### src/hw/axi_rd_pkg.sv
`default_nettype none

package axi_rd_pkg;

    // ---------------------------------------------------------------------
    // AXI field types
    // ---------------------------------------------------------------------
    typedef logic [3:0]  axi_id_t;     // Transaction ID, equals slot index
    typedef logic [31:0] axi_addr_t;   // Byte address
    typedef logic [7:0]  axi_len_t;    // Beats minus one
    typedef logic [2:0]  axi_size_t;   // Bytes per beat code
    typedef logic [1:0]  axi_burst_t;  // Burst type
    typedef logic [1:0]  axi_resp_t;   // Larger code is worse
    typedef logic [31:0] axi_data_t;   // One data beat
    typedef logic [3:0]  beat_cnt_t;   // Up to 8 beats per burst

    // Size codes
    localparam axi_size_t AXI_SIZE_1B = 3'b000;
    localparam axi_size_t AXI_SIZE_4B = 3'b010;

    // Burst codes
    localparam axi_burst_t AXI_BURST_FIXED = 2'b00;
    localparam axi_burst_t AXI_BURST_INCR  = 2'b01;
    localparam axi_burst_t AXI_BURST_WRAP  = 2'b10;

    // Response codes, ordered by severity
    localparam axi_resp_t AXI_RESP_OKAY   = 2'b00;
    localparam axi_resp_t AXI_RESP_EXOKAY = 2'b01;
    localparam axi_resp_t AXI_RESP_SLVERR = 2'b10;
    localparam axi_resp_t AXI_RESP_DECERR = 2'b11;

    // Address bump for pattern slot 7 on each reuse
    localparam axi_addr_t PATTERN_ADDR_STEP = 32'h0000_0020;

    // ---------------------------------------------------------------------
    // Channel payloads
    // ---------------------------------------------------------------------
    typedef struct packed {
        axi_id_t    id;
        axi_addr_t  addr;
        axi_len_t   len;
        axi_size_t  size;
        axi_burst_t burst;
    } ar_req_t;                        // 49 bits

    typedef struct packed {
        axi_id_t   id;
        axi_data_t data;
        axi_resp_t resp;
        logic      last;
    } r_beat_t;                        // 39 bits

    typedef struct packed {
        axi_id_t   id;
        axi_resp_t resp;               // Worst over the burst
        beat_cnt_t beats;              // Includes the last beat
    } rd_result_t;                     // 10 bits

    // Slot lifecycle
    typedef enum logic [1:0] {
        SLOT_FREE    = 2'd0,           // Available for allocation
        SLOT_AR_PEND = 2'd1,           // Waiting for AR handshake
        SLOT_R_PEND  = 2'd2,           // Waiting for last R beat
        SLOT_DONE    = 2'd3            // Burst complete, awaiting retire
    } slot_state_t;

endpackage

`default_nettype wire

### src/hw/rr_pointer.sv
`timescale 1ns/1ps
`default_nettype none

module rr_pointer #(
    parameter int OST_DEPTH = 8
) (
    input  wire                          clk,
    input  wire                          rst_n,
    input  wire  [OST_DEPTH-1:0]         req_bits,   // Candidate slots
    input  wire                          advance,    // Consume current pick
    output logic [$clog2(OST_DEPTH)-1:0] ptr
);

    localparam int PTR_W = $clog2(OST_DEPTH);

    logic [PTR_W-1:0] base;                          // Rotation start

    // First set bit at or after base, wrapping past the top slot
    always_comb begin
        logic [PTR_W:0] idx;
        logic           found;
        ptr   = base;                                // Fallback when nothing set
        found = 1'b0;
        for (int k = 0; k < OST_DEPTH; k++) begin
            idx = {1'b0, base} + (PTR_W+1)'(k);
            if (idx >= (PTR_W+1)'(OST_DEPTH)) begin
                idx = idx - (PTR_W+1)'(OST_DEPTH);   // Wrap
            end
            if (!found && req_bits[idx[PTR_W-1:0]]) begin
                ptr   = idx[PTR_W-1:0];
                found = 1'b1;
            end
        end
    end

    // Base moves just past the consumed slot
    always_ff @(posedge clk or negedge rst_n) begin
        if (!rst_n) begin
            base <= '0;
        end else if (advance) begin
            base <= (ptr == PTR_W'(OST_DEPTH - 1)) ? '0 : ptr + 1'b1;
        end
    end

endmodule

`default_nettype wire

### src/hw/slot_tracker.sv
`timescale 1ns/1ps
`default_nettype none

module slot_tracker #(
    parameter int OST_DEPTH = 8
) (
    input  wire                          clk,
    input  wire                          rst_n,
    input  wire                          ar_fire,     // AR handshake this cycle
    input  wire                          last_fire,   // Last R beat accepted
    input  wire  [$clog2(OST_DEPTH)-1:0] last_slot,   // Slot of that last beat
    input  wire  [$clog2(OST_DEPTH)-1:0] alloc_ptr,
    input  wire  [$clog2(OST_DEPTH)-1:0] issue_ptr,
    input  wire  [$clog2(OST_DEPTH)-1:0] retire_ptr,
    output logic [OST_DEPTH-1:0]         free_bits,
    output logic [OST_DEPTH-1:0]         pend_bits,
    output logic [OST_DEPTH-1:0]         done_bits,   // Registered
    output logic                         alloc,
    output logic                         retire,
    output logic                         arvalid
);

    import axi_rd_pkg::*;

    localparam int PTR_W = $clog2(OST_DEPTH);

    slot_state_t state [OST_DEPTH];                   // One FSM per slot

    // ---------------------------------------------------------------------
    // State vectors and events
    // ---------------------------------------------------------------------
    always_comb begin
        for (int i = 0; i < OST_DEPTH; i++) begin
            free_bits[i] = (state[i] == SLOT_FREE);
            pend_bits[i] = (state[i] == SLOT_AR_PEND);
        end
    end

    assign alloc   = |free_bits;                      // Fill a slot every cycle one is free
    assign retire  = |done_bits;
    assign arvalid = |pend_bits;                      // Any slot still owes an AR

    // ---------------------------------------------------------------------
    // Slot lifecycle
    // ---------------------------------------------------------------------
    always_ff @(posedge clk or negedge rst_n) begin
        if (!rst_n) begin
            for (int i = 0; i < OST_DEPTH; i++) begin
                state[i] <= SLOT_FREE;
            end
        end else begin
            for (int i = 0; i < OST_DEPTH; i++) begin
                case (state[i])
                    SLOT_FREE: begin
                        if (alloc && alloc_ptr == PTR_W'(i)) begin
                            state[i] <= SLOT_AR_PEND;
                        end
                    end
                    SLOT_AR_PEND: begin
                        if (ar_fire && issue_ptr == PTR_W'(i)) begin
                            state[i] <= SLOT_R_PEND;   // Request is out
                        end
                    end
                    SLOT_R_PEND: begin
                        if (last_fire && last_slot == PTR_W'(i)) begin
                            state[i] <= SLOT_DONE;
                        end
                    end
                    SLOT_DONE: begin
                        if (retire && retire_ptr == PTR_W'(i)) begin
                            state[i] <= SLOT_FREE;     // Index reusable
                        end
                    end
                    default: state[i] <= SLOT_FREE;
                endcase
            end
        end
    end

    // Done vector lags the state by a cycle
    // Bit of the slot being retired is dropped so it is not picked twice
    always_ff @(posedge clk or negedge rst_n) begin
        if (!rst_n) begin
            done_bits <= '0;
        end else begin
            for (int i = 0; i < OST_DEPTH; i++) begin
                done_bits[i] <= (state[i] == SLOT_DONE) &&
                                !(retire && retire_ptr == PTR_W'(i));
            end
        end
    end

endmodule

`default_nettype wire

### src/hw/ar_pattern_table.sv
`timescale 1ns/1ps
`default_nettype none

module ar_pattern_table #(
    parameter int OST_DEPTH = 8
) (
    input  wire                          clk,
    input  wire                          rst_n,
    input  wire                          alloc,       // Write entry this cycle
    input  wire  [$clog2(OST_DEPTH)-1:0] alloc_ptr,
    input  wire  [$clog2(OST_DEPTH)-1:0] issue_ptr,
    output axi_rd_pkg::ar_req_t          ar
);

    import axi_rd_pkg::*;

    ar_req_t    entry [OST_DEPTH];                    // AR payload per slot
    ar_req_t    fill;                                 // Entry for the allocated slot
    logic [2:0] pat_sel;                              // Low index bits pick the pattern

    assign pat_sel = 3'(alloc_ptr);

    // ---------------------------------------------------------------------
    // Pattern lookup
    // ---------------------------------------------------------------------
    always_comb begin
        fill.id   = axi_id_t'(alloc_ptr);             // ID is the slot index
        fill.size = AXI_SIZE_4B;
        case (pat_sel)
            3'd0: begin
                fill.addr  = 32'h0000_0000;
                fill.len   = 8'd3;
                fill.burst = AXI_BURST_INCR;
            end
            3'd1: begin
                fill.addr  = 32'h0000_0010;
                fill.len   = 8'd7;
                fill.burst = AXI_BURST_INCR;
            end
            3'd2: begin
                fill.addr  = 32'h0000_0020;
                fill.len   = 8'd7;
                fill.burst = AXI_BURST_INCR;
            end
            3'd3: begin
                fill.addr  = 32'h0000_0030;
                fill.len   = 8'd3;
                fill.burst = AXI_BURST_FIXED;
            end
            3'd4: begin
                fill.addr  = 32'h0000_0034;
                fill.len   = 8'd3;
                fill.burst = AXI_BURST_WRAP;
            end
            3'd5: begin
                fill.addr  = 32'h0000_0038;
                fill.len   = 8'd7;
                fill.burst = AXI_BURST_WRAP;
            end
            3'd6: begin
                fill.addr  = 32'h0000_0040;
                fill.len   = 8'd7;
                fill.burst = AXI_BURST_FIXED;
            end
            default: begin                            // Pattern 7 walks upward
                fill.addr  = entry[alloc_ptr].addr + PATTERN_ADDR_STEP;
                fill.len   = 8'd3;
                fill.burst = AXI_BURST_INCR;
            end
        endcase
    end

    // Reset value seeds the walking address of pattern 7
    always_ff @(posedge clk or negedge rst_n) begin
        if (!rst_n) begin
            for (int i = 0; i < OST_DEPTH; i++) begin
                entry[i] <= '{id: '0, addr: '0, len: '0,
                              size: AXI_SIZE_1B, burst: AXI_BURST_INCR};
            end
        end else if (alloc) begin
            entry[alloc_ptr] <= fill;
        end
    end

    assign ar = entry[issue_ptr];                     // Held while the pointer holds

endmodule

`default_nettype wire

### src/hw/r_collector.sv
`timescale 1ns/1ps
`default_nettype none

module r_collector #(
    parameter int OST_DEPTH = 8
) (
    input  wire                          clk,
    input  wire                          rst_n,
    input  wire                          alloc,
    input  wire  [$clog2(OST_DEPTH)-1:0] alloc_ptr,
    input  wire  axi_rd_pkg::r_beat_t    r,
    input  wire                          rvalid,
    output logic                         rready,
    output logic                         last_fire,
    output logic [$clog2(OST_DEPTH)-1:0] last_slot,
    output axi_rd_pkg::rd_result_t       result,
    output logic                         result_valid // One-cycle strobe
);

    import axi_rd_pkg::*;

    localparam int PTR_W = $clog2(OST_DEPTH);

    beat_cnt_t        beat_cnt [OST_DEPTH];           // Beats seen so far
    axi_resp_t        worst    [OST_DEPTH];           // Worst resp so far
    logic             beat_fire;
    logic [PTR_W-1:0] beat_slot;
    beat_cnt_t        cnt_upd;
    axi_resp_t        resp_upd;

    assign beat_fire = rvalid & rready;
    assign beat_slot = r.id[PTR_W-1:0];               // ID maps straight to slot
    assign last_fire = beat_fire & r.last;
    assign last_slot = beat_slot;

    // Values after this beat, shared by the table and the result
    assign cnt_upd  = beat_cnt[beat_slot] + 1'b1;
    assign resp_upd = (r.resp > worst[beat_slot]) ? r.resp : worst[beat_slot];

    // ---------------------------------------------------------------------
    // Per-slot accumulation
    // ---------------------------------------------------------------------
    always_ff @(posedge clk) begin
        if (alloc) begin
            beat_cnt[alloc_ptr] <= '0;                // Fresh burst
            worst[alloc_ptr]    <= AXI_RESP_OKAY;
        end
        if (beat_fire) begin
            beat_cnt[beat_slot] <= cnt_upd;
            worst[beat_slot]    <= resp_upd;
        end
    end

    // Result payload
    always_ff @(posedge clk) begin
        if (last_fire) begin
            result <= '{id: r.id, resp: resp_upd, beats: cnt_upd};
        end
    end

    always_ff @(posedge clk or negedge rst_n) begin
        if (!rst_n) begin
            rready       <= 1'b0;
            result_valid <= 1'b0;
        end else begin
            rready       <= 1'b1;                     // Always accept data
            result_valid <= last_fire;
        end
    end

endmodule

`default_nettype wire

### src/hw/req_counter.sv
`timescale 1ns/1ps
`default_nettype none

module req_counter #(
    parameter int REQ_TOTAL = 32
) (
    input  wire  clk,
    input  wire  rst_n,
    input  wire  result_valid,                        // One per completed burst
    output logic finish
);

    localparam int CNT_W = $clog2(REQ_TOTAL + 1);

    logic [CNT_W-1:0] done_cnt;

    // Stops at the target so finish holds
    always_ff @(posedge clk or negedge rst_n) begin
        if (!rst_n) begin
            done_cnt <= '0;
        end else if (result_valid && done_cnt != CNT_W'(REQ_TOTAL)) begin
            done_cnt <= done_cnt + 1'b1;
        end
    end

    assign finish = (done_cnt == CNT_W'(REQ_TOTAL));

endmodule

`default_nettype wire

### src/hw/axi_rd_traffic_gen.sv
`timescale 1ns/1ps
`default_nettype none

module axi_rd_traffic_gen #(
    parameter int OST_DEPTH = 8,                      // Outstanding slots
    parameter int REQ_TOTAL = 32                      // Bursts until finish
) (
    input  wire                     clk,
    input  wire                     rst_n,
    // AR channel
    output axi_rd_pkg::ar_req_t     ar,
    output logic                    arvalid,
    input  wire                     arready,
    // R channel
    input  wire axi_rd_pkg::r_beat_t r,
    input  wire                     rvalid,
    output logic                    rready,
    // Completion report
    output axi_rd_pkg::rd_result_t  result,
    output logic                    result_valid,
    output logic                    finish
);

    localparam int PTR_W = $clog2(OST_DEPTH);

    logic [OST_DEPTH-1:0] free_bits;
    logic [OST_DEPTH-1:0] pend_bits;
    logic [OST_DEPTH-1:0] done_bits;
    logic                 alloc;
    logic                 retire;
    logic                 last_fire;
    logic [PTR_W-1:0]     alloc_ptr;
    logic [PTR_W-1:0]     issue_ptr;
    logic [PTR_W-1:0]     retire_ptr;
    logic [PTR_W-1:0]     last_slot;
    wire                  ar_fire = arvalid & arready;

    // ---------------------------------------------------------------------
    // Slot control
    // ---------------------------------------------------------------------
    slot_tracker #(.OST_DEPTH(OST_DEPTH)) slot_tracker_i (
        .clk, .rst_n, .ar_fire, .last_fire, .last_slot,
        .alloc_ptr, .issue_ptr, .retire_ptr,
        .free_bits, .pend_bits, .done_bits, .alloc, .retire, .arvalid
    );

    rr_pointer #(.OST_DEPTH(OST_DEPTH)) alloc_rr_i (  // Next free slot
        .clk, .rst_n, .req_bits(free_bits), .advance(alloc), .ptr(alloc_ptr)
    );

    rr_pointer #(.OST_DEPTH(OST_DEPTH)) issue_rr_i (  // Next AR to send
        .clk, .rst_n, .req_bits(pend_bits), .advance(ar_fire), .ptr(issue_ptr)
    );

    rr_pointer #(.OST_DEPTH(OST_DEPTH)) retire_rr_i ( // Next slot to free
        .clk, .rst_n, .req_bits(done_bits), .advance(retire), .ptr(retire_ptr)
    );

    // ---------------------------------------------------------------------
    // Datapath
    // ---------------------------------------------------------------------
    ar_pattern_table #(.OST_DEPTH(OST_DEPTH)) ar_table_i (
        .clk, .rst_n, .alloc, .alloc_ptr, .issue_ptr, .ar
    );

    r_collector #(.OST_DEPTH(OST_DEPTH)) r_collector_i (
        .clk, .rst_n, .alloc, .alloc_ptr, .r, .rvalid,
        .rready, .last_fire, .last_slot, .result, .result_valid
    );

    req_counter #(.REQ_TOTAL(REQ_TOTAL)) req_counter_i (
        .clk, .rst_n, .result_valid, .finish
    );

endmodule

`default_nettype wire

### config.mk
export PLATFORM = sky130hd
export DESIGN_NAME = axi_rd_traffic_gen
export DESIGN_NICKNAME = d
export VERILOG_FILES = /design/src/hw/axi_rd_pkg.sv /design/src/hw/rr_pointer.sv /design/src/hw/slot_tracker.sv /design/src/hw/ar_pattern_table.sv /design/src/hw/r_collector.sv /design/src/hw/req_counter.sv /design/src/hw/axi_rd_traffic_gen.sv
export SDC_FILE = /design/constraint.sdc
export NUM_CORES = 1
export LEC_CHECK = 0
export ABC_AREA = 1
export ABC_CLOCK_PERIOD_IN_PS = 4960
export BUFFER_PORTS_ARGS = -buffer_cell sky130_fd_sc_hd__buf_2
export CAP_MARGIN = 10
export CORE_ASPECT_RATIO = 0.5
export CORE_MARGIN = 5
export CORE_UTILIZATION = 60
export CTS_BUF_LIST = sky130_fd_sc_hd__clkbuf_4
export CTS_CLUSTER_SIZE = 30
export DETAILED_ROUTE_END_ITERATION = 10
export PLACE_DENSITY = 0.78
export SYNTH_ARGS = -nofsm -noshare
export SYNTH_HDL_FRONTEND = slang
export SYNTH_SLANG_ARGS = --single-unit
### constraint.sdc
create_clock -name clk -period 4.96 [get_ports clk]
set_clock_uncertainty 0.15 [all_clocks]
set_input_delay 0.496 -clock clk [delete_from_list [all_inputs] [get_ports clk]]
set_output_delay 0.496 -clock clk [all_outputs]
set_load 0.01 [all_outputs]
==> impl_metrics.tcl <==
set metrics [dict create \
    vias_per_cell 5.892 \
    grt_overflow 0 \
    path_clk_slew_ps 70 \
    netlist_instances 3541 \
    slew_viol_final 0 \
    numCtsBuffers 95 \
    core-area_mm2 0.04178 \
    h-tree-depth 3 \
    postLayoutCoreUtil 0.6980 \
    pre_cts_ws_ps 72.41 \
    gp_congestion 0.9625 \
    syn_area_mm2 0.02527 \
    worst_pin_slew_ps 1026 \
    fillers 3383 \
    cts.sinks 411 \
    drt_iter0_drc 2709 \
    wirelength_um 79830 \
    violations "setup timing" \
    ant_nets 0 \
    crit_arrival_ps 4320 \
    via_count 25140 \
    synth-async-reset-ratio 0.8589 \
    fin_ws_ps -2.975 \
    cts_tree "yes" \
    clockBufferDepth 3 \
    wl_per_cell_um 18.71 \
    die_h_um 155.1 \
    dp_hpwl_um 46240 \
    drive_above_1_share 0.1550 \
    die_w_um 300.2 \
    worstSetupStartpointType "flop" \
    avgSynthCellArea_um2 7.137 \
    synth-edff-count 58 \
    hp-class "primary input to flop" \
    ys_seq_area_frac 0.4188 \
    antenna_found_initial 1 \
    min_period_ps 4963 \
    multiInputGateArea_mm2 0.01288 \
    ys.flop_type "dfrtp_1" \
    fmax_mhz 201.5 \
    clock_latency_ps 850 \
    cp.required_ps 4310 \
    dr.pass1.iters 6 \
    drc 0 \
    finalHoldViolCount 0 \
    cts_root_buf "clkbuf_4" \
    yosysUniqueCellTypes 52 \
    reg2reg_slack_ps 260 \
    grt_pass1_wl_um 120500 \
    io_buffers 65 \
    finalSetupViolCount 1 \
    endpoint_kind "output pin" \
    drv_cap 0 \
    finalNonFillerCells 4267 \
    regArea_mm2 0.01059 \
    yosysWarnings 0 \
    rsz0062_at_grt "true" \
    rows 53 \
    critPathMaxFanout 8 \
    relSlewSlack 0.3132 \
    critPathKind "flop to output pin" \
    io_pins 106 \
    ys_ff_latch 411 \
    nNetsFinal 3772 \
    dp.cells 4031 \
    start_util 0.6049 \
    grt_max_degree 119 \
    grt_pass1_vias 23620 \
    min_period_over_period 1.001 \
    track_usage 0.3174 \
    status "finished, violations left" \
    syn_to_final_growth_pct 15.38 \
    dieArea_mm2 0.04658 \
]
==> layout by cell type, fill, tap and decap left out, types with 8 or more instances in the layout <==
cell | Yosys | routed
nand2_4 | 1 | 8
a21oi_1 | 86 | 78
nand3_1 | 203 | 201
nor2_4 | 5 | 13
nand2_1 | 1152 | 1134
nand3_2 | 17 | 19
or2_2 | 9 | 9
o21ai_1 | 121 | 169
nor2_2 | 12 | 16
ha_1 | 71 | 61
o21ai_2 | 2 | 35
clkinv_1 | 6 | 13
buf_2 | 46 | 64
nand2_2 | 17 | 28
buf_12 | 0 | 27
nand4_1 | 59 | 59
o21ai_0 | 425 | 342
dfstp_2 | 8 | 8
nor2_1 | 179 | 167
edfxtp_1 | 58 | 58
xor2_1 | 12 | 10
clkbuf_16 | 0 | 17
nand3b_1 | 42 | 42
o211ai_1 | 32 | 32
a22oi_1 | 24 | 24
inv_1 | 363 | 345
buf_6 | 6 | 8
a211oi_1 | 10 | 9
conb_1 | 2 | 9
buf_4 | 14 | 85
clkbuf_4 | 0 | 132
dfrtp_1 | 345 | 343
inv_2 | 15 | 31
==> timing repair <==
item                                    in CTS  in global routing
pin swaps                                    9                 61
cloned                                       5                 20
hold buffers                                 6                  0
gates resized for setup                     66                203
endpoints found under the hold margin      117                  0
endpoints found under the setup margin      41                172
buffers inserted                            17                 34
==> critical path, cell delays in order (launching register included) <==
cell	delay [ps]
dfrtp_1	420
clkinv_4	90
buf_4	150
buf_4	140
buf_4	130
nand2_1	50
nand2_1	100
o21ai_2	180
inv_2	70
nor2_4	130
nand2_2	70
nor2_4	120
nand2_4	90
nor2_4	100
inv_2	60
o211ai_1	90
o211ai_1	120
a22oi_2	200
buf_6	190
buf_12	190
buf_16	170
nand2_4	50
o211ai_1	100
nand3_1	150
o21ai_1	140
buf_2	160
==> cell families (layout without fill, tap and decap cells) <==
group                      count (synthesis)  in the layout  share of synthesized area
AOI/OAI and AO/OA                        733            733                     0.1557
xor gates and xnor gates                  20             20                   0.007228
adders and majority gates                 71             71                    0.03515
buffers and inverters                    593            761                    0.09441
DFF                                      411            411                     0.4188
muxes                                      1              1                  0.0003961
other                                      2             10                  0.0002972
and+or+nand+nor                         1710           1710                     0.2880
==> stage by stage <==
stage / area [µm²] / setup TNS (ps) / hold WS, ps
floorplan: 25300 / 0 / 50.41
global placement: 26240 / 0 / 280.6
detailed placement: 26240 / 0 / 284.0
CTS: 27940 / 0 / 4.567
global route: 29160 / -7072 / 110.9
finish: 29160 / -2.975 / 100.4
==> final cells by class <==
type | count | area share
multi-input cells | 2544 | 0.4416
flip-flops and latches | 411 | 0.3631
repair buffers | 220 | 0.08084
inverters | 386 | 0.05106
clock buffers | 132 | 0.03398
well taps | 550 | 0.02360
clock inverters | 23 | 0.005792
diodes | 1 | 0.00008581
==> cell usage after synthesis, types with 32 or more instances <==
library cell,count,area (µm²)
nand3b_1,42,315.3
nand2_1,1152,4324
nor2_1,179,671.9
nand4_1,59,369.1
nand3_1,203,1016
clkbuf_1,130,488.0
o21ai_1,121,605.6
inv_1,363,1363
ha_1,71,888.4
dfrtp_1,345,8633
buf_2,46,230.2
o21ai_0,425,2127
edfxtp_1,58,1742
o211ai_1,32,240.2
a21oi_1,86,430.4
==> registers in the layout, summed over array words and instances (netlist names), 6 cells and up <==
signal                    count
req_counter_i.done_cnt        6
r_collector_i.beat_cnt       32
slot_tracker_i.state         16
r_collector_i.result         10
slot_tracker_i.done_bits      8
r_collector_i.worst          16
ar_table_i.entry            312
==> routing by layer <==
metal / up-vias / wire length [µm] / track usage
met5: - / 0 / 0
met4: 0 / 2735 / 0.1162
met3: 239 / 9190 / 0.05871
met2: 1400 / 35120 / 0.5043
met1: 11740 / 32790 / 0.4404
li1: 11760 / - / -
==> worst paths after layout <==
check / cells past startpoint / to / startpoint
max: 25 / ar[23] / issue_rr_i.base[1]$_DFFE_PN0P_
min: 5 / issue_rr_i.base[2]$_DFFE_PN0P_ / arready
max reg2reg: 26 / ar_table_i.entry[289]$_DFFE_PN0P_ / slot_tracker_i.state[12]$_DFFE_PN0P_
min reg2reg: 2 / ar_table_i.entry[101]$_DFFE_PN0P_ / ar_table_i.entry[101]$_DFFE_PN0P_
max in group asynchronous: 3 / ar_table_i.entry[232]$_DFFE_PN0P_ / rst_n
min in group asynchronous: 2 / ar_table_i.entry[24]$_DFFE_PN0P_ / rst_n
Power is left out: the tool's default activity adds up to more than one toggle a clock period on the data nets, which glitch-free logic cannot reach.
